### src/include/alu_settings.svh
`ifndef ALU_SETTINGS_SVH
`define ALU_SETTINGS_SVH

// Operand and result width in bits
`define ALU_DATA_WIDTH 32

// Result queue entries
// Upstream owns this many input credits after reset
`define ALU_RESULT_DEPTH 4

// Credits held toward downstream after reset
`define ALU_OUT_CREDITS 2

`endif

### src/verilog/alu_flow_pkg.sv
package alu_flow_pkg;

    `include "alu_settings.svh"

    // Largest credit value either counter has to hold
    localparam int CREDIT_MAX = (`ALU_RESULT_DEPTH > `ALU_OUT_CREDITS) ?
                                `ALU_RESULT_DEPTH : `ALU_OUT_CREDITS;

    // Counter width, must reach CREDIT_MAX itself
    localparam int CREDIT_W = $clog2(CREDIT_MAX + 1);

    // Index bits into the result queue
    localparam int QUEUE_IDX_W = $clog2(`ALU_RESULT_DEPTH);

    // Credit counter
    typedef logic [CREDIT_W-1:0] credit_count_t;

    // Queue pointer, MSB is the wrap bit
    typedef logic [QUEUE_IDX_W:0] queue_ptr_t;

endpackage

### src/verilog/alu_op_pkg.sv
package alu_op_pkg;

    // Opcode map as seen on in_opcode
    // Logic codes keep the legacy numbering
    typedef enum logic [4:0] {
        OP_ADD  = 5'd0,
        OP_SUB  = 5'd1,
        OP_SLT  = 5'd2,
        OP_SLTU = 5'd3,
        OP_SLL  = 5'd4,
        OP_SRL  = 5'd5,
        OP_SRA  = 5'd6,
        OP_XOR  = 5'd11,
        OP_OR   = 5'd14,
        OP_AND  = 5'd15
    } alu_opcode_e;

    // Target unit of an issued operation
    typedef enum logic {
        UNIT_ARITH = 1'b0,
        UNIT_LOGIC = 1'b1
    } exec_unit_e;

    // Logic unit operation, ZERO for illegal codes
    typedef enum logic [1:0] {
        LOGIC_XOR  = 2'd0,
        LOGIC_OR   = 2'd1,
        LOGIC_AND  = 2'd2,
        LOGIC_ZERO = 2'd3
    } logic_op_e;

    // Arithmetic unit operation
    typedef enum logic [2:0] {
        ARITH_ADD  = 3'd0,
        ARITH_SUB  = 3'd1,
        ARITH_SLT  = 3'd2,
        ARITH_SLTU = 3'd3,
        ARITH_SLL  = 3'd4,
        ARITH_SRL  = 3'd5,
        ARITH_SRA  = 3'd6
    } arith_op_e;

endpackage

### src/verilog/alu_decode.sv
`include "alu_settings.svh"

module alu_decode import alu_op_pkg::*; (
    input  logic                       soc_clk,
    input  logic                       reset,

    // Upstream, credit controlled, no ready
    input  logic                       in_valid,
    input  alu_opcode_e                in_opcode,
    input  logic [`ALU_DATA_WIDTH-1:0] in_operand_a,
    input  logic [`ALU_DATA_WIDTH-1:0] in_operand_b,

    // Issue toward both units
    output logic                       issue_valid,
    output exec_unit_e                 issue_unit,
    output logic_op_e                  issue_logic_op,
    output arith_op_e                  issue_arith_op,
    output logic                       issue_illegal,
    output logic [`ALU_DATA_WIDTH-1:0] issue_operand_a,
    output logic [`ALU_DATA_WIDTH-1:0] issue_operand_b
);

    // Decoded fields of the incoming opcode
    exec_unit_e dec_unit;
    logic_op_e  dec_logic_op;
    arith_op_e  dec_arith_op;
    logic       dec_illegal;

    // Opcode classification
    always_comb begin
        // Defaults describe an illegal code
        // Routed to the logic unit, which clears the result
        dec_unit     = UNIT_LOGIC;
        dec_logic_op = LOGIC_ZERO;
        dec_arith_op = ARITH_ADD;
        dec_illegal  = 1'b1;
        case (in_opcode)
            OP_XOR: begin
                dec_logic_op = LOGIC_XOR;
                dec_illegal  = 1'b0;
            end
            OP_OR: begin
                dec_logic_op = LOGIC_OR;
                dec_illegal  = 1'b0;
            end
            OP_AND: begin
                dec_logic_op = LOGIC_AND;
                dec_illegal  = 1'b0;
            end
            OP_ADD, OP_SUB, OP_SLT, OP_SLTU, OP_SLL, OP_SRL, OP_SRA: begin
                dec_unit    = UNIT_ARITH;
                dec_illegal = 1'b0;
                // Arithmetic sub-op numbering matches the low opcode bits
                dec_arith_op = arith_op_e'(in_opcode[2:0]);
            end
            default: begin
                dec_unit = UNIT_LOGIC;
            end
        endcase
    end

    // Issue strobe, one cycle after in_valid
    always_ff @(posedge soc_clk) begin
        if (reset) begin
            issue_valid <= 1'b0;
        end else begin
            issue_valid <= in_valid;
        end
    end

    // Operation payload, only loaded on an accepted beat
    always_ff @(posedge soc_clk) begin
        if (in_valid) begin
            issue_unit      <= dec_unit;
            issue_logic_op  <= dec_logic_op;
            issue_arith_op  <= dec_arith_op;
            issue_illegal   <= dec_illegal;
            issue_operand_a <= in_operand_a;
            issue_operand_b <= in_operand_b;
        end
    end

endmodule

### src/verilog/alu_result.sv
`include "alu_settings.svh"

module alu_result import alu_flow_pkg::*; (
    input  logic                       soc_clk,
    input  logic                       reset,

    // Unit results, at most one valid per cycle
    input  logic                       logic_valid,
    input  logic [`ALU_DATA_WIDTH-1:0] logic_result,
    input  logic                       logic_illegal,
    input  logic                       arith_valid,
    input  logic [`ALU_DATA_WIDTH-1:0] arith_result,

    // Downstream credit return
    input  logic                       out_credit,

    // Downstream result beat
    output logic                       out_valid,
    output logic [`ALU_DATA_WIDTH-1:0] out_result,
    output logic                       out_illegal,

    // Credit back to upstream, one per pop
    output logic                       in_credit
);

    // Queue storage
    logic [`ALU_DATA_WIDTH-1:0] res_mem [`ALU_RESULT_DEPTH];
    logic                       ill_mem [`ALU_RESULT_DEPTH];

    // Pointers with wrap bit
    queue_ptr_t wr_ptr;
    queue_ptr_t rd_ptr;

    // Credits held toward downstream
    credit_count_t out_credits;

    logic                       wr_en;
    logic [`ALU_DATA_WIDTH-1:0] wr_data;
    logic                       wr_illegal;
    logic                       empty;
    logic                       pop;

    // Write side, pick whichever unit fired
    assign wr_en      = logic_valid || arith_valid;
    assign wr_data    = logic_valid ? logic_result : arith_result;
    // Arithmetic results are never illegal
    assign wr_illegal = logic_valid && logic_illegal;

    // Empty when pointers match including the wrap bit
    // Upstream credits keep the queue from overflowing
    assign empty = (wr_ptr == rd_ptr);

    // Pop the head whenever a downstream credit is held
    assign pop = !empty && (out_credits != '0);

    assign out_valid   = pop;
    assign in_credit   = pop;
    // Zero between beats
    assign out_result  = pop ? res_mem[rd_ptr[QUEUE_IDX_W-1:0]] : '0;
    assign out_illegal = pop && ill_mem[rd_ptr[QUEUE_IDX_W-1:0]];

    // Storage write
    always_ff @(posedge soc_clk) begin
        if (wr_en) begin
            res_mem[wr_ptr[QUEUE_IDX_W-1:0]] <= wr_data;
            ill_mem[wr_ptr[QUEUE_IDX_W-1:0]] <= wr_illegal;
        end
    end

    // Pointer update
    always_ff @(posedge soc_clk) begin
        if (reset) begin
            wr_ptr <= '0;
            rd_ptr <= '0;
        end else begin
            if (wr_en) begin
                wr_ptr <= wr_ptr + 1'b1;
            end
            if (pop) begin
                rd_ptr <= rd_ptr + 1'b1;
            end
        end
    end

    // Output credit accounting
    always_ff @(posedge soc_clk) begin
        if (reset) begin
            out_credits <= credit_count_t'(`ALU_OUT_CREDITS);
        end else begin
            case ({out_credit, pop})
                2'b10:   out_credits <= out_credits + 1'b1;
                2'b01:   out_credits <= out_credits - 1'b1;
                // Return and spend cancel out
                default: out_credits <= out_credits;
            endcase
        end
    end

endmodule

### src/verilog/alu_top.sv
`include "alu_settings.svh"

module alu_top import alu_op_pkg::*; (
    input  logic                       soc_clk,
    input  logic                       reset,

    // Upstream operation beat
    input  logic                       in_valid,
    input  alu_opcode_e                in_opcode,
    input  logic [`ALU_DATA_WIDTH-1:0] in_operand_a,
    input  logic [`ALU_DATA_WIDTH-1:0] in_operand_b,
    output logic                       in_credit,

    // Downstream result beat
    output logic                       out_valid,
    output logic [`ALU_DATA_WIDTH-1:0] out_result,
    output logic                       out_illegal,
    input  logic                       out_credit
);

    // Decode to units
    logic                       issue_valid;
    exec_unit_e                 issue_unit;
    logic_op_e                  issue_logic_op;
    arith_op_e                  issue_arith_op;
    logic                       issue_illegal;
    logic [`ALU_DATA_WIDTH-1:0] issue_operand_a;
    logic [`ALU_DATA_WIDTH-1:0] issue_operand_b;

    // Units to result stage
    logic                       logic_valid;
    logic [`ALU_DATA_WIDTH-1:0] logic_result;
    logic                       logic_illegal;
    logic                       arith_valid;
    logic [`ALU_DATA_WIDTH-1:0] arith_result;

    alu_decode u_alu_decode (
        .soc_clk         (soc_clk),
        .reset           (reset),
        .in_valid        (in_valid),
        .in_opcode       (in_opcode),
        .in_operand_a    (in_operand_a),
        .in_operand_b    (in_operand_b),
        .issue_valid     (issue_valid),
        .issue_unit      (issue_unit),
        .issue_logic_op  (issue_logic_op),
        .issue_arith_op  (issue_arith_op),
        .issue_illegal   (issue_illegal),
        .issue_operand_a (issue_operand_a),
        .issue_operand_b (issue_operand_b)
    );

    // Bitwise ops and illegal codes
    logic_unit u_logic_unit (
        .soc_clk         (soc_clk),
        .reset           (reset),
        .issue_valid     (issue_valid),
        .issue_unit      (issue_unit),
        .issue_logic_op  (issue_logic_op),
        .issue_illegal   (issue_illegal),
        .issue_operand_a (issue_operand_a),
        .issue_operand_b (issue_operand_b),
        .logic_valid     (logic_valid),
        .logic_result    (logic_result),
        .logic_illegal   (logic_illegal)
    );

    // Add, subtract, compares, shifts
    arith_unit u_arith_unit (
        .soc_clk         (soc_clk),
        .reset           (reset),
        .issue_valid     (issue_valid),
        .issue_unit      (issue_unit),
        .issue_arith_op  (issue_arith_op),
        .issue_operand_a (issue_operand_a),
        .issue_operand_b (issue_operand_b),
        .arith_valid     (arith_valid),
        .arith_result    (arith_result)
    );

    // In-order queue and both credit loops
    alu_result u_alu_result (
        .soc_clk       (soc_clk),
        .reset         (reset),
        .logic_valid   (logic_valid),
        .logic_result  (logic_result),
        .logic_illegal (logic_illegal),
        .arith_valid   (arith_valid),
        .arith_result  (arith_result),
        .out_credit    (out_credit),
        .out_valid     (out_valid),
        .out_result    (out_result),
        .out_illegal   (out_illegal),
        .in_credit     (in_credit)
    );

endmodule

### src/verilog/arith_unit.sv
`include "alu_settings.svh"

module arith_unit import alu_op_pkg::*; (
    input  logic                       soc_clk,
    input  logic                       reset,

    // Issue from decode
    input  logic                       issue_valid,
    input  exec_unit_e                 issue_unit,
    input  arith_op_e                  issue_arith_op,
    input  logic [`ALU_DATA_WIDTH-1:0] issue_operand_a,
    input  logic [`ALU_DATA_WIDTH-1:0] issue_operand_b,

    // Result toward the result stage
    output logic                       arith_valid,
    output logic [`ALU_DATA_WIDTH-1:0] arith_result
);

    // Shift amount width, low bits of operand b
    localparam int SHAMT_W = $clog2(`ALU_DATA_WIDTH);

    logic                       take;
    logic [SHAMT_W-1:0]         shamt;
    logic                       lt_signed;
    logic                       lt_unsigned;
    logic [`ALU_DATA_WIDTH-1:0] next_result;

    assign take  = issue_valid && (issue_unit == UNIT_ARITH);
    assign shamt = issue_operand_b[SHAMT_W-1:0];

    // Compares
    assign lt_signed   = $signed(issue_operand_a) < $signed(issue_operand_b);
    assign lt_unsigned = issue_operand_a < issue_operand_b;

    always_comb begin
        case (issue_arith_op)
            // Sum and difference wrap at the data width
            ARITH_ADD:  next_result = issue_operand_a + issue_operand_b;
            ARITH_SUB:  next_result = issue_operand_a - issue_operand_b;
            // Set-less-than gives 1 or 0
            ARITH_SLT:  next_result = {{(`ALU_DATA_WIDTH-1){1'b0}}, lt_signed};
            ARITH_SLTU: next_result = {{(`ALU_DATA_WIDTH-1){1'b0}}, lt_unsigned};
            ARITH_SLL:  next_result = issue_operand_a << shamt;
            ARITH_SRL:  next_result = issue_operand_a >> shamt;
            // Sign bit refills from the left
            ARITH_SRA:  next_result = $signed(issue_operand_a) >>> shamt;
            default:    next_result = '0;
        endcase
    end

    always_ff @(posedge soc_clk) begin
        if (reset) begin
            arith_valid  <= 1'b0;
            arith_result <= '0;
        end else begin
            // One-cycle pulse per operation
            arith_valid <= take;
            if (take) begin
                arith_result <= next_result;
            end
        end
    end

endmodule

### src/verilog/logic_unit.sv
`include "alu_settings.svh"

module logic_unit import alu_op_pkg::*; (
    input  logic                       soc_clk,
    input  logic                       reset,

    // Issue from decode
    input  logic                       issue_valid,
    input  exec_unit_e                 issue_unit,
    input  logic_op_e                  issue_logic_op,
    input  logic                       issue_illegal,
    input  logic [`ALU_DATA_WIDTH-1:0] issue_operand_a,
    input  logic [`ALU_DATA_WIDTH-1:0] issue_operand_b,

    // Result toward the result stage
    output logic                       logic_valid,
    output logic [`ALU_DATA_WIDTH-1:0] logic_result,
    output logic                       logic_illegal
);

    // Operation addressed to this unit
    logic take;

    assign take = issue_valid && (issue_unit == UNIT_LOGIC);

    always_ff @(posedge soc_clk) begin
        if (reset) begin
            logic_valid   <= 1'b0;
            logic_result  <= '0;
            logic_illegal <= 1'b0;
        end else begin
            // One-cycle pulse per operation
            logic_valid <= take;
            // Result held between operations
            if (take) begin
                case (issue_logic_op)
                    LOGIC_XOR: logic_result <= issue_operand_a ^ issue_operand_b;
                    LOGIC_OR:  logic_result <= issue_operand_a | issue_operand_b;
                    LOGIC_AND: logic_result <= issue_operand_a & issue_operand_b;
                    // Illegal opcodes land here
                    default:   logic_result <= '0;
                endcase
                logic_illegal <= issue_illegal;
            end
        end
    end

endmodule
### config.mk
export PLATFORM = sky130hd
export DESIGN_NAME = alu_top
export DESIGN_NICKNAME = d
export VERILOG_FILES = /design/src/verilog/alu_flow_pkg.sv /design/src/verilog/alu_op_pkg.sv /design/src/verilog/alu_decode.sv /design/src/verilog/alu_result.sv /design/src/verilog/alu_top.sv /design/src/verilog/arith_unit.sv /design/src/verilog/logic_unit.sv
export VERILOG_INCLUDE_DIRS = /design/src /design/src/include
export SDC_FILE = /design/constraint.sdc
export NUM_CORES = 1
export LEC_CHECK = 0
export BUFFER_PORTS_ARGS = -buffer_cell sky130_fd_sc_hd__buf_2
export CAP_MARGIN = 25
export CORE_MARGIN = 3
export CORE_UTILIZATION = 45
export DETAILED_ROUTE_END_ITERATION = 8
export SLEW_MARGIN = 20
export SYNTH_ARGS = -nofsm -noshare
export SYNTH_HDL_FRONTEND = slang
export SYNTH_SLANG_ARGS = --single-unit
export TNS_END_PERCENT = 30
### constraint.sdc
create_clock -name soc_clk -period 10.3 [get_ports soc_clk]
set_clock_uncertainty 0.2 [all_clocks]
set_input_delay 0 -clock soc_clk [delete_from_list [all_inputs] [get_ports soc_clk]]
set_output_delay 0 -clock soc_clk [all_outputs]
set_load 0.01 [all_outputs]
==> results of run 1 <==
## state kept, by name, indices dropped and copies added, names as in the netlist, named ones only
name / cells
u_alu_decode.issue_arith_op: 3
u_alu_decode.issue_illegal: 1
u_alu_decode.issue_logic_op: 2
u_alu_decode.issue_operand_a: 32
u_alu_decode.issue_operand_b: 32
u_alu_decode.issue_unit: 1
u_alu_decode.issue_valid: 1
u_alu_result.ill_mem: 4
u_alu_result.out_credits: 3
u_alu_result.rd_ptr: 3
u_alu_result.res_mem: 128
u_alu_result.wr_ptr: 3
u_arith_unit.arith_result: 32
u_arith_unit.arith_valid: 1
u_logic_unit.logic_illegal: 1
u_logic_unit.logic_result: 32
u_logic_unit.logic_valid: 1
## Yosys cell counts (all sizes together), types with 24 or more instances
master    n  share of area
nor2    204          0.041
mux2i    85          0.046
edfxtp  203           0.33
mux2     44          0.027
dfxtp    79          0.086
o221ai   42          0.020
clkbuf   93          0.019
buf      43          0.010
xnor2    26          0.012
nor2b    46          0.016
mux4     52          0.063
ha      107          0.072
o21ai   142          0.038
inv     106          0.022
nor3     24         0.0065
nand3    26         0.0070
nand2    96          0.019
a211oi   32          0.013
a21oi   153          0.042
## routing by layer
metal / GRT usage / wire, um / up-vias
li1: - / - / 7255
met1: 0.3930 / 27000 / 7653
met2: 0.4300 / 27380 / 620
met3: 0.03258 / 4226 / 102
met4: 0.07413 / 1773 / 2
met5: 0 / 13 / -
## cell families (layout without fill, tap and decap cells)
group / after synthesis / after routing
compound gates: 534 / 534
xor+xnor: 39 / 39
buf+inv: 242 / 438
mux: 181 / 181
simple gates: 473 / 473
flops: 282 / 282
fa+ha+maj: 110 / 110
## worst register-to-register path: cells and delay by family (launching register included)
| family | cells | cell delay (ns) |
|---|---|---|
| compound gates | 9 | 2.54 |
| fa+ha+maj | 1 | 0.48 |
| buf+inv | 2 | 1.12 |
| flops | 1 | 0.32 |
| simple gates | 1 | 0.19 |
## final timing paths
check	startpoint	to	cells past startpoint
worst max-delay path	u_alu_decode.issue_operand_b[1]	u_arith_unit.arith_result[21]	13
worst min register to register	u_arith_unit.arith_result[2]	u_arith_unit.arith_result[2]	2
worst min-delay path	in_opcode[0]	u_alu_decode.issue_arith_op[2]	3
worst max register to register	u_alu_decode.issue_operand_b[1]	u_arith_unit.arith_result[21]	13
## per-stage QoR
stage                     std cells  setup slack [ns]
after global routing           2582             5.061
after floorplan                1861             6.229
final                          2582             5.329
after CTS                      2582             5.458
after global placement         2384             5.664
after detailed placement       2384             5.479
## cell usage in the layout (no fill, tap or decap), drive strengths merged, types with 6 or more instances in the layout
master / Yosys / final
nor2: 204 / 204
edfxtp: 203 / 203
a21oi: 153 / 153
o21ai: 142 / 142
dlygate4sd3: 0 / 140
buf: 43 / 134
inv: 106 / 110
ha: 107 / 107
nand2: 96 / 96
mux2i: 85 / 85
dfxtp: 79 / 79
mux4: 52 / 52
nor2b: 46 / 46
clkbuf: 93 / 45
mux2: 44 / 44
o221ai: 42 / 42
a211oi: 32 / 32
xnor2: 26 / 26
nand3: 26 / 26
nor3: 24 / 24
a211o: 17 / 17
nand2b: 17 / 17
a21o: 14 / 14
o211ai: 14 / 14
xor2: 13 / 13
or3: 13 / 13
a31oi: 12 / 12
nor4: 11 / 11
a22o: 10 / 10
o22ai: 10 / 10
o21a: 9 / 9
o21bai: 8 / 8
and3: 8 / 8
o41ai: 8 / 8
o31ai: 8 / 8
a221oi: 7 / 7
a22oi: 7 / 7
and2: 6 / 6
clkinv: 0 / 6
## timing repair
item	4_1_cts	5_1_grt
hold endpoints to repair	163	0
gates resized for setup	0	0
hold buffers	140	0
## power by group
part,internal [mW],leakage [nW],switching [mW]
clock,0.636,0.488,0.457
sequential,1.27,2.58,0.0531
combinational,0.473,5.46,0.697
## final cells by class
cell class                 instances  share of cell area
sequential                       282              0.3526
timing repair buffer             274             0.09836
inverter                         106             0.01827
multi-input combinational       1337              0.4546
tap                              525             0.03016
clock inverter                    13            0.006148
clock buffer                      45             0.03987
==> results.py, run 1 <==
metrics = {
    "clock_network": {
        "cts_setup_buffers": 0,
        "path_clk_slew_ns": 0.06,
        "h-tree-depth": 1,
        "cts_buffers": 31,
        "cts_tree": "done",
        "clk_root_buffer_cell": "clkbuf_16",
        "insertion_delay_ns": 0.58,
        "cts_max_path_buffers": 3,
        "numClockSinks": 282,
    },
    "timing": {
        "setup_viol": 0,
        "maxSlewViolCount": 0,
        "period_needed_ns": 4.971,
        "fin_crit_sh": 0.4826,
        "timing.hold.ws_ns": 0.1518,
        "worst_pin_slew_ns": 0.9200,
        "slew_headroom": 0.3867,
        "setup_tns_ns": 0,
        "rsz0062_at_grt": "false",
        "hold_viol": 0,
        "max_clock_freq_mhz": 201.2,
    },
    "final_layout": {
        "fill_cells": 3592,
        "finalInstanceArea_mm2": 0.02178,
        "regArea_mm2": 0.007679,
        "diodes": 0,
        "synthToLayoutAreaGrowth_pct": 17.84,
        "multi_input_area_mm2": 0.009899,
        "final_util": 0.5419,
        "drive_gt1_frac": 0.1454,
        "fin_nets": 2215,
    },
    "power_and_ir_drop": {
        "peakVddDrop_mv": 0.1371,
        "leakagePower_nw": 8.521,
        "power_mw": 3.589,
        "power_density_mw_per_mm2": 164.8,
    },
    "yosys": {
        "yosysUniqueCellTypes": 71,
        "synth_xor_area_frac": 0.01848,
        "synthCells": 1861,
        "synthAdderAreaFrac": 0.07569,
        "avgSynthCellArea_um2": 9.930,
        "syn_area_mm2": 0.01848,
        "synthArstFlopShare": 0,
        "yosysWarnings": 0,
        "synth_mux_area_frac": 0.1362,
        "syn_nets": 2044,
        "synth.ff_latch_count": 282,
        "synth_edf_count": 203,
        "synth_compound_area_frac": 0.1861,
        "yosys.area_share.simple": 0.1173,
        "yosys_most_used_dff": "edfxtp_1",
        "synth_top_family_by_area": "compound AO/OA/AOI/OAI gates",
        "seq_area_frac_synth": 0.4154,
    },
    "worst_setup_path": {
        "cpPeakStageDelay_ns": 0.68,
        "crit_buf_inv": 2,
        "required_ns": 10.54,
        "cp-start-kind": "flop",
        "endpoint_kind": "flop",
        "cp_common_cell": "o211ai_1",
        "cp.arrival_ns": 5.21,
        "cp_max_fo": 64,
        "cp_top_family": "compound AO/OA/AOI/OAI gates",
        "crit_chain": "buf_4 -> inv_2 -> ha_1 -> a21o_1 -> a21oi_1 -> o211ai_1 -> a311oi_1 -> o21bai_1 -> a31oi_1 -> o21ai_0 -> a2111oi_1 -> or4_1 -> o211ai_1",
        "ff2ff_setup_slack_ns": 5.33,
        "cpMaxStageDelayCell": "a311oi_1",
        "crit_type": "flop to flop",
    },
    "global_route": {
        "grt_overflow": 0,
        "grt_usage": 0.2702,
        "grt_antenna_before_repair": 2,
        "grt_max_degree": 80,
        "grt_pass1_vias": 15180,
        "grt_first_pass_wirelength_mm": 91.98,
    },
    "drt": {
        "totalWireLength_mm": 60.40,
        "detail-route-antenna-nets": 0,
        "vias": 15630,
        "drt_iter0_markers": 1602,
        "drc_errors": 0,
        "viasPerCell": 6.054,
        "drt_pass1_iterations": 7,
        "wire_per_inst_um": 23.39,
    },
    "floorplanning": {
        "boundaryPins": 108,
        "die_x_um": 208.7,
        "core_mm2": 0.04019,
        "die_y_um": 208.7,
        "start_util": 0.4598,
        "rows": 73,
        "die_area_mm2": 0.04353,
    },
    "place": {
        "placed_cell_area_mm2": 0.01937,
        "io_buffers": 107,
        "place.gp.congestion": 0.9506,
        "dp_hpwl_mm": 43.17,
    },
    "run_status": {
        "outcome": "finished, final reports clean",
    },
    "job": {
        "cap_viol_max_count": 0,
    },
    "hold_path": {
        "hold_path_class": "primary input to flop",
    },
}
(Power assumes the default switching activity.)
==> run 2, diff against run 1 <==
- ABC_AREA: not set -> 1
- clock period: 10.3 -> 4.9 ns (I/O delays scaled with it)
==> results.py, run 2 <==
metrics = {
    "run_status": {
        "outcome": "finished, final reports clean",
    },
    "yosys": {
        "avgSynthCellArea_um2": 6.834,
        "synthArstFlopShare": 0,
        "synth_edf_count": 203,
        "synth.ff_latch_count": 282,
        "synth_common_cells": "nand2_1 (909), nand3_1 (414), inv_1 (330)",
        "yosysUniqueCellTypes": 49,
        "synthCells": 3030,
        "syn_area_mm2": 0.02071,
        "yosys.area.top_type": "edfxtp_1",
        "yosysMostFrequentCell": "nand2_1",
        "yosysWarnings": 0,
        "synth_top_area_frac": 0.2944,
        "syn_nets": 3213,
        "yosys_most_used_dff": "edfxtp_1",
        "seq_area_frac_synth": 0.3708,
        "synth_area_leaders": "edfxtp_1 (29%), nand2_1 (16%), nand3_1 (10%), dfxtp_1 (7.6%), ha_1 (6.5%)",
    },
    "final_layout": {
        "drive_gt1_frac": 0.07960,
        "fin_nets": 3374,
        "layout_commonest_cell": "nand2_1",
        "diodes": 0,
        "synthToLayoutAreaGrowth_pct": 15.43,
        "largest_reg_flops": 128,
        "layout_common_cells": "nand2_1 (909), nand3_1 (414), inv_1 (330)",
        "finalInstanceArea_mm2": 0.02390,
    },
    "floorplanning": {
        "die_area_mm2": 0.04863,
        "die_y_um": 220.5,
        "start_util": 0.4622,
        "rows": 77,
        "boundaryPins": 108,
        "die_x_um": 220.5,
        "core_mm2": 0.04480,
    },
    "worst_setup_path": {
        "crit_chain": "buf_4 -> inv_1 -> buf_4 -> ha_1 -> inv_1 -> nand2_1 -> inv_1 -> nand3_2 -> o21ai_0 -> nand3_1 -> a21oi_1 -> nand2_1 -> nand2_1 -> a21oi_1",
        "cpMaxStageDelayCell": "o21ai_0",
        "cp_max_fo": 42,
        "worstReg2RegStart": "u_alu_decode.issue_operand_b[4]",
        "cp-start-kind": "flop",
        "required_ns": 5.13,
        "endpoint": "u_arith_unit.arith_result[5]",
        "crit_type": "flop to flop",
        "r2r-end": "u_arith_unit.arith_result[5]",
        "setup.worst_path.start": "u_alu_decode.issue_operand_b[4]",
        "reg2reg_depth": 14,
        "cpPeakStageDelay_ns": 0.52,
        "endpoint_kind": "flop",
        "ff2ff_setup_slack_ns": 1.38,
        "cp.arrival_ns": 3.74,
    },
    "global_route": {
        "grt_first_pass_wirelength_mm": 122.8,
        "grt_max_degree": 73,
        "grt_antenna_before_repair": 2,
        "grt_overflow": 0,
        "grt_usage": 0.3355,
        "grt_pass1_vias": 20320,
    },
    "clock_network": {
        "cts_buffers": 31,
        "numClockSinks": 282,
        "cts_tree": "done",
        "cts_max_path_buffers": 3,
        "h-tree-depth": 1,
        "post_cts_resized": 0,
        "clk_root_buffer_cell": "clkbuf_16",
        "path_clk_slew_ns": 0.06,
        "insertion_delay_ns": 0.62,
    },
    "timing": {
        "hold_viol": 0,
        "maxSlewViolCount": 0,
        "worst_pin_slew_ns": 1.086,
        "max_clock_freq_mhz": 284.4,
        "setup_tns_ns": 0,
        "rsz0062_at_grt": "false",
        "period_needed_ns": 3.517,
        "setup_viol": 0,
        "slew_headroom": 0.2761,
        "setup_slack_ns": 1.383,
        "fin_crit_sh": 0.7177,
    },
    "place": {
        "place.gp.congestion": 1.016,
        "io_buffers": 107,
        "placed_cell_area_mm2": 0.02148,
        "place_ws_ns": 1.595,
        "dp_hpwl_mm": 61.16,
    },
    "drt": {
        "totalWireLength_mm": 82.78,
        "vias": 21560,
        "drc_errors": 0,
        "drt_pass1_iterations": 6,
        "wire_per_inst_um": 21.74,
        "viasPerCell": 5.661,
        "detail-route-antenna-nets": 0,
        "drt_iter0_markers": 2523,
    },
    "power_and_ir_drop": {
        "peakVddDrop_mv": 0.3310,
        "power_density_mw_per_mm2": 328.4,
        "leakagePower_nw": 11.09,
    },
    "job": {
        "cap_viol_max_count": 0,
    },
    "hold_path": {
        "hold_path_class": "primary input to flop",
    },
}
[run 2: cell type report]
| type | instances | area, um2 |
|---|---|---|
| Clock inverter | 17 | 162.7 |
| Timing Repair Buffer | 281 | 2211 |
| Inverter | 349 | 1318 |
| Sequential cell | 282 | 7679 |
| Clock buffer | 41 | 833.3 |
| Fill cell | 4334 | 20900 |
| Multi-Input combinational cell | 2246 | 10960 |
| Tap cell | 592 | 740.7 |
[run 2: layer usage]
metal / routed length, um / GRT usage / vias up
met5: 0 / 0 / -
met4: 3507 / 0.1164 / 0
met3: 7369 / 0.06276 / 187
met2: 37360 / 0.5508 / 1017
met1: 34540 / 0.4461 / 10110
li1: - / - / 10250
[run 2: what timing repair did]
action | CTS | global route
hold endpoints to repair | 185 | 0
hold buffers | 142 | 0
setup endpoints to repair | 0 | 0
setup buffers | 0 | 0
[run 2: logic make-up after synthesis]
group,synth area share
XOR/XNOR,0.002115
flip-flops,0.3708
adder cells (fa/ha/maj),0.06755
AND/OR/NAND/NOR,0.3543
AO/OA/AOI/OAI,0.1047
buffers and inverters,0.1007
[run 2: report_power, final]
group | switching, mW | leakage, nW | internal [mW] | total [mW]
clock network | 0.996 | 0.482 | 1.31 | 2.30
logic | 1.93 | 8.04 | 0.830 | 2.76
registers | 0.120 | 2.56 | 2.67 | 2.79
total | 3.04 | 11.1 | 4.81 | 7.85
[run 2: how the worst min path moves through the flow]
stage                     from                               to  slack, ns  depth (start not counted)
2_1_floorplan  in_operand_a[0]  u_alu_decode.issue_operand_a[0]      -0.10                          0
4_1_cts           in_opcode[0]   u_alu_decode.issue_arith_op[0]       0.09                          4
3_5_place_dp   in_operand_b[8]  u_alu_decode.issue_operand_b[8]      -0.02                          1
5_1_grt           in_opcode[0]   u_alu_decode.issue_arith_op[0]       0.14                          4
6_report          in_opcode[0]   u_alu_decode.issue_arith_op[0]       0.14                          4
3_3_place_gp   in_operand_a[1]  u_alu_decode.issue_operand_a[1]      -0.02                          1
[run 2: worst max-delay path, delay by kind of cell, from the launching register on]
| kind | cells | cell delay (ns) |
|---|---|---|
| flip-flops | 1 | 0.32 |
| AND/OR/NAND/NOR | 5 | 0.79 |
| adder cells (fa/ha/maj) | 1 | 0.29 |
| AO/OA/AOI/OAI | 3 | 0.75 |
| buffers and inverters | 5 | 0.95 |
[run 2: stage by stage]
stage          power (mW)  hold slack, ns  utilization  cells
2_1_floorplan       4.535         -0.1011            -   3030
6_report            7.850          0.1432       0.5335   3808
3_5_place_dp        5.439        -0.02191       0.4796   3608
4_1_cts             7.822         0.08855       0.5335   3808
5_1_grt             8.272          0.1447       0.5335   3808
3_3_place_gp        5.410        -0.02360       0.4790   3606
==> run 3, diff against run 2 <==
- clock period: 4.9 -> 3.22 ns (I/O delays scaled with it)
==> results.py, run 3 (same netlist as run 2, synthesis figures left out) <==
metrics = {
    "floorplanning": {
        "boundaryPins": 108,
        "core_mm2": 0.04480,
        "die_y_um": 220.5,
        "die_area_mm2": 0.04863,
        "rows": 77,
        "die_x_um": 220.5,
        "start_util": 0.4622,
    },
    "final_layout": {
        "largest_reg_flops": 128,
        "final_cell_count_no_fill": 3864,
        "diodes": 0,
        "layout_common_cells": "nand2_1 (909), nand3_1 (414), inv_1 (330)",
        "layout_commonest_cell": "nand2_1",
        "synthToLayoutAreaGrowth_pct": 17.84,
        "fin_nets": 3430,
        "drive_gt1_frac": 0.09658,
        "fill_cells": 4442,
    },
    "drt": {
        "detail-route-antenna-nets": 0,
        "totalWireLength_mm": 81.73,
        "drt_pass1_iterations": 6,
        "vias": 21630,
        "drt_iter0_markers": 2503,
        "wire_per_inst_um": 21.15,
        "viasPerCell": 5.597,
        "drc_errors": 0,
    },
    "clock_network": {
        "numClockSinks": 282,
        "cts_tree": "done",
        "cts_setup_buffers": 0,
        "cts_buffers": 31,
        "insertion_delay_ns": 0.61,
        "cts_max_path_buffers": 3,
        "clk_root_buffer_cell": "clkbuf_16",
        "path_clk_slew_ns": 0.07,
        "h-tree-depth": 1,
    },
    "worst_setup_path": {
        "endpoint_kind": "flop",
        "ff2ff_setup_slack_ns": 0.007,
        "reg2reg_depth": 14,
        "required_ns": 3.51,
        "crit_type": "flop to flop",
        "cp-start-kind": "flop",
        "cpPeakStageDelay_ns": 0.66,
        "crit_buf_inv": 2,
        "cp_max_fo": 4,
        "cp.arrival_ns": 3.50,
        "r2r-end": "u_arith_unit.arith_result[29]",
        "worst-path-stages": 14,
        "cpMaxStageDelayCell": "nor3_1",
        "cp_common_cell": "nand2_1",
        "worstReg2RegStart": "u_alu_decode.issue_operand_b[21]",
        "crit_chain": "inv_1 -> ha_1 -> buf_4 -> nor2_2 -> nand2_1 -> nor3_1 -> and2_1 -> nand2_1 -> nand2_1 -> nand2_1 -> nand3_1 -> nand3_1 -> nand2_1 -> a21oi_1",
        "cp_top_family": "simple AND/OR/NAND/NOR gates",
    },
    "power_and_ir_drop": {
        "peakVddDrop_mv": 0.4832,
        "leakagePower_nw": 11.40,
        "power_density_mw_per_mm2": 494.4,
    },
    "timing": {
        "slew_headroom": 0.3430,
        "period_needed_ns": 3.213,
        "setup_viol": 0,
        "hold_viol": 0,
        "rsz0062_at_grt": "false",
        "worst_pin_slew_ns": 0.9855,
        "max_clock_freq_mhz": 311.2,
        "fin_crit_sh": 0.9980,
        "maxSlewViolCount": 0,
        "setup_tns_ns": 0,
    },
    "hold_path": {
        "min_from": "in_operand_a[13]",
        "min_to": "u_alu_decode.issue_operand_a[13]",
        "hold_path_class": "primary input to flop",
        "min_path_cells": 2,
    },
    "global_route": {
        "grt_antenna_before_repair": 3,
        "grt_max_degree": 73,
        "grt_pass1_vias": 20190,
        "grt_first_pass_wirelength_mm": 121.5,
        "grt_usage": 0.3288,
        "grt_overflow": 0,
    },
    "run_status": {
        "outcome": "finished, final reports clean",
    },
    "job": {
        "cap_viol_max_count": 0,
    },
    "place": {
        "dp_hpwl_mm": 60.47,
        "io_buffers": 107,
        "place.gp.congestion": 1.061,
        "post-place-cells": 3663,
    },
}
run 3: cell types whose count changed in the layout (fill, tap and decap cells not counted), moves of 2 or more:
cell,before,now
clkinv_1,5,7
clkinv_2,4,6
clkbuf_1,8,3
buf_4,31,82
inv_6,1,7
buf_12,0,6
clkinvlp_4,2,0
run 3: per-stage QoR:
stage	power, mW	hold slack, ns	util	cell area [um2]	setup slack [ns]
after global placement	8.359	-0.02402	0.4902	21960	0.07948
after global routing	12.72	0.04073	0.5447	24400	0.02215
after floorplan	6.901	-0.1011	-	20710	0.4599
after CTS	12.02	0.0007092	0.5438	24360	0.1297
after detailed placement	8.384	-0.02190	0.4902	21960	0.1410
final	12.06	0.04491	0.5447	24400	0.006531
run 3: cell type report:
| class | instances | area, um2 | share of cell area |
|---|---|---|---|
| clock buffers | 35 | 800.8 | 0.03282 |
| clock inverters | 23 | 186.4 | 0.007640 |
| inverters | 349 | 1318 | 0.05399 |
| multi-input cells | 2246 | 10960 | 0.4491 |
| flip-flops and latches | 282 | 7679 | 0.3147 |
| well taps | 592 | 740.7 | 0.03035 |
| repair buffers | 337 | 2720 | 0.1115 |
run 3: how the worst max path moves through the flow:
stage                                           startpoint                       endpoint  slack [ns]
after detailed placement  u_alu_decode.issue_operand_b[21]  u_arith_unit.arith_result[29]        0.14
after floorplan                   u_logic_unit.logic_valid        u_alu_result.ill_mem[3]        0.46
after global placement    u_alu_decode.issue_operand_b[21]  u_arith_unit.arith_result[29]        0.08
after global routing      u_alu_decode.issue_operand_b[22]  u_arith_unit.arith_result[29]        0.02
after CTS                 u_alu_decode.issue_operand_b[21]  u_arith_unit.arith_result[29]        0.13
final                     u_alu_decode.issue_operand_b[21]  u_arith_unit.arith_result[29]       0.007
run 3: worst reg2reg max path, stage by stage, from the launching register on:
cell      delay (ns)
edfxtp_1        0.41
inv_1           0.12
ha_1            0.34
buf_4           0.19
nor2_2          0.17
nand2_1         0.23
nor3_1          0.66
and2_1          0.22
nand2_1         0.14
nand2_1         0.10
nand2_1         0.05
nand3_1         0.06
nand3_1         0.07
nand2_1         0.09
a21oi_1         0.06
run 3: power breakdown:
group          total (mW)  switching [mW]  leakage (nW)  internal [mW]
sequential           4.17           0.116          2.56           4.06
combinational        4.37            2.99          8.34           1.37
clock                3.52            1.56         0.491           1.96
total                12.1            4.67          11.4           7.39
run 3: layer usage:
| layer | global-route usage | wire length, um |
|---|---|---|
| met5 | 0 | 26 |
| met3 | 0.05479 | 7169 |
| met1 | 0.4496 | 34360 |
| met4 | 0.1058 | 3027 |
| met2 | 0.5339 | 37140 |
run 3: timing repair:
action,4_1_cts,5_1_grt
hold buffers,141,0
hold endpoints to repair,165,0
endpoints found under the setup margin,0,0
gates resized for setup,0,0
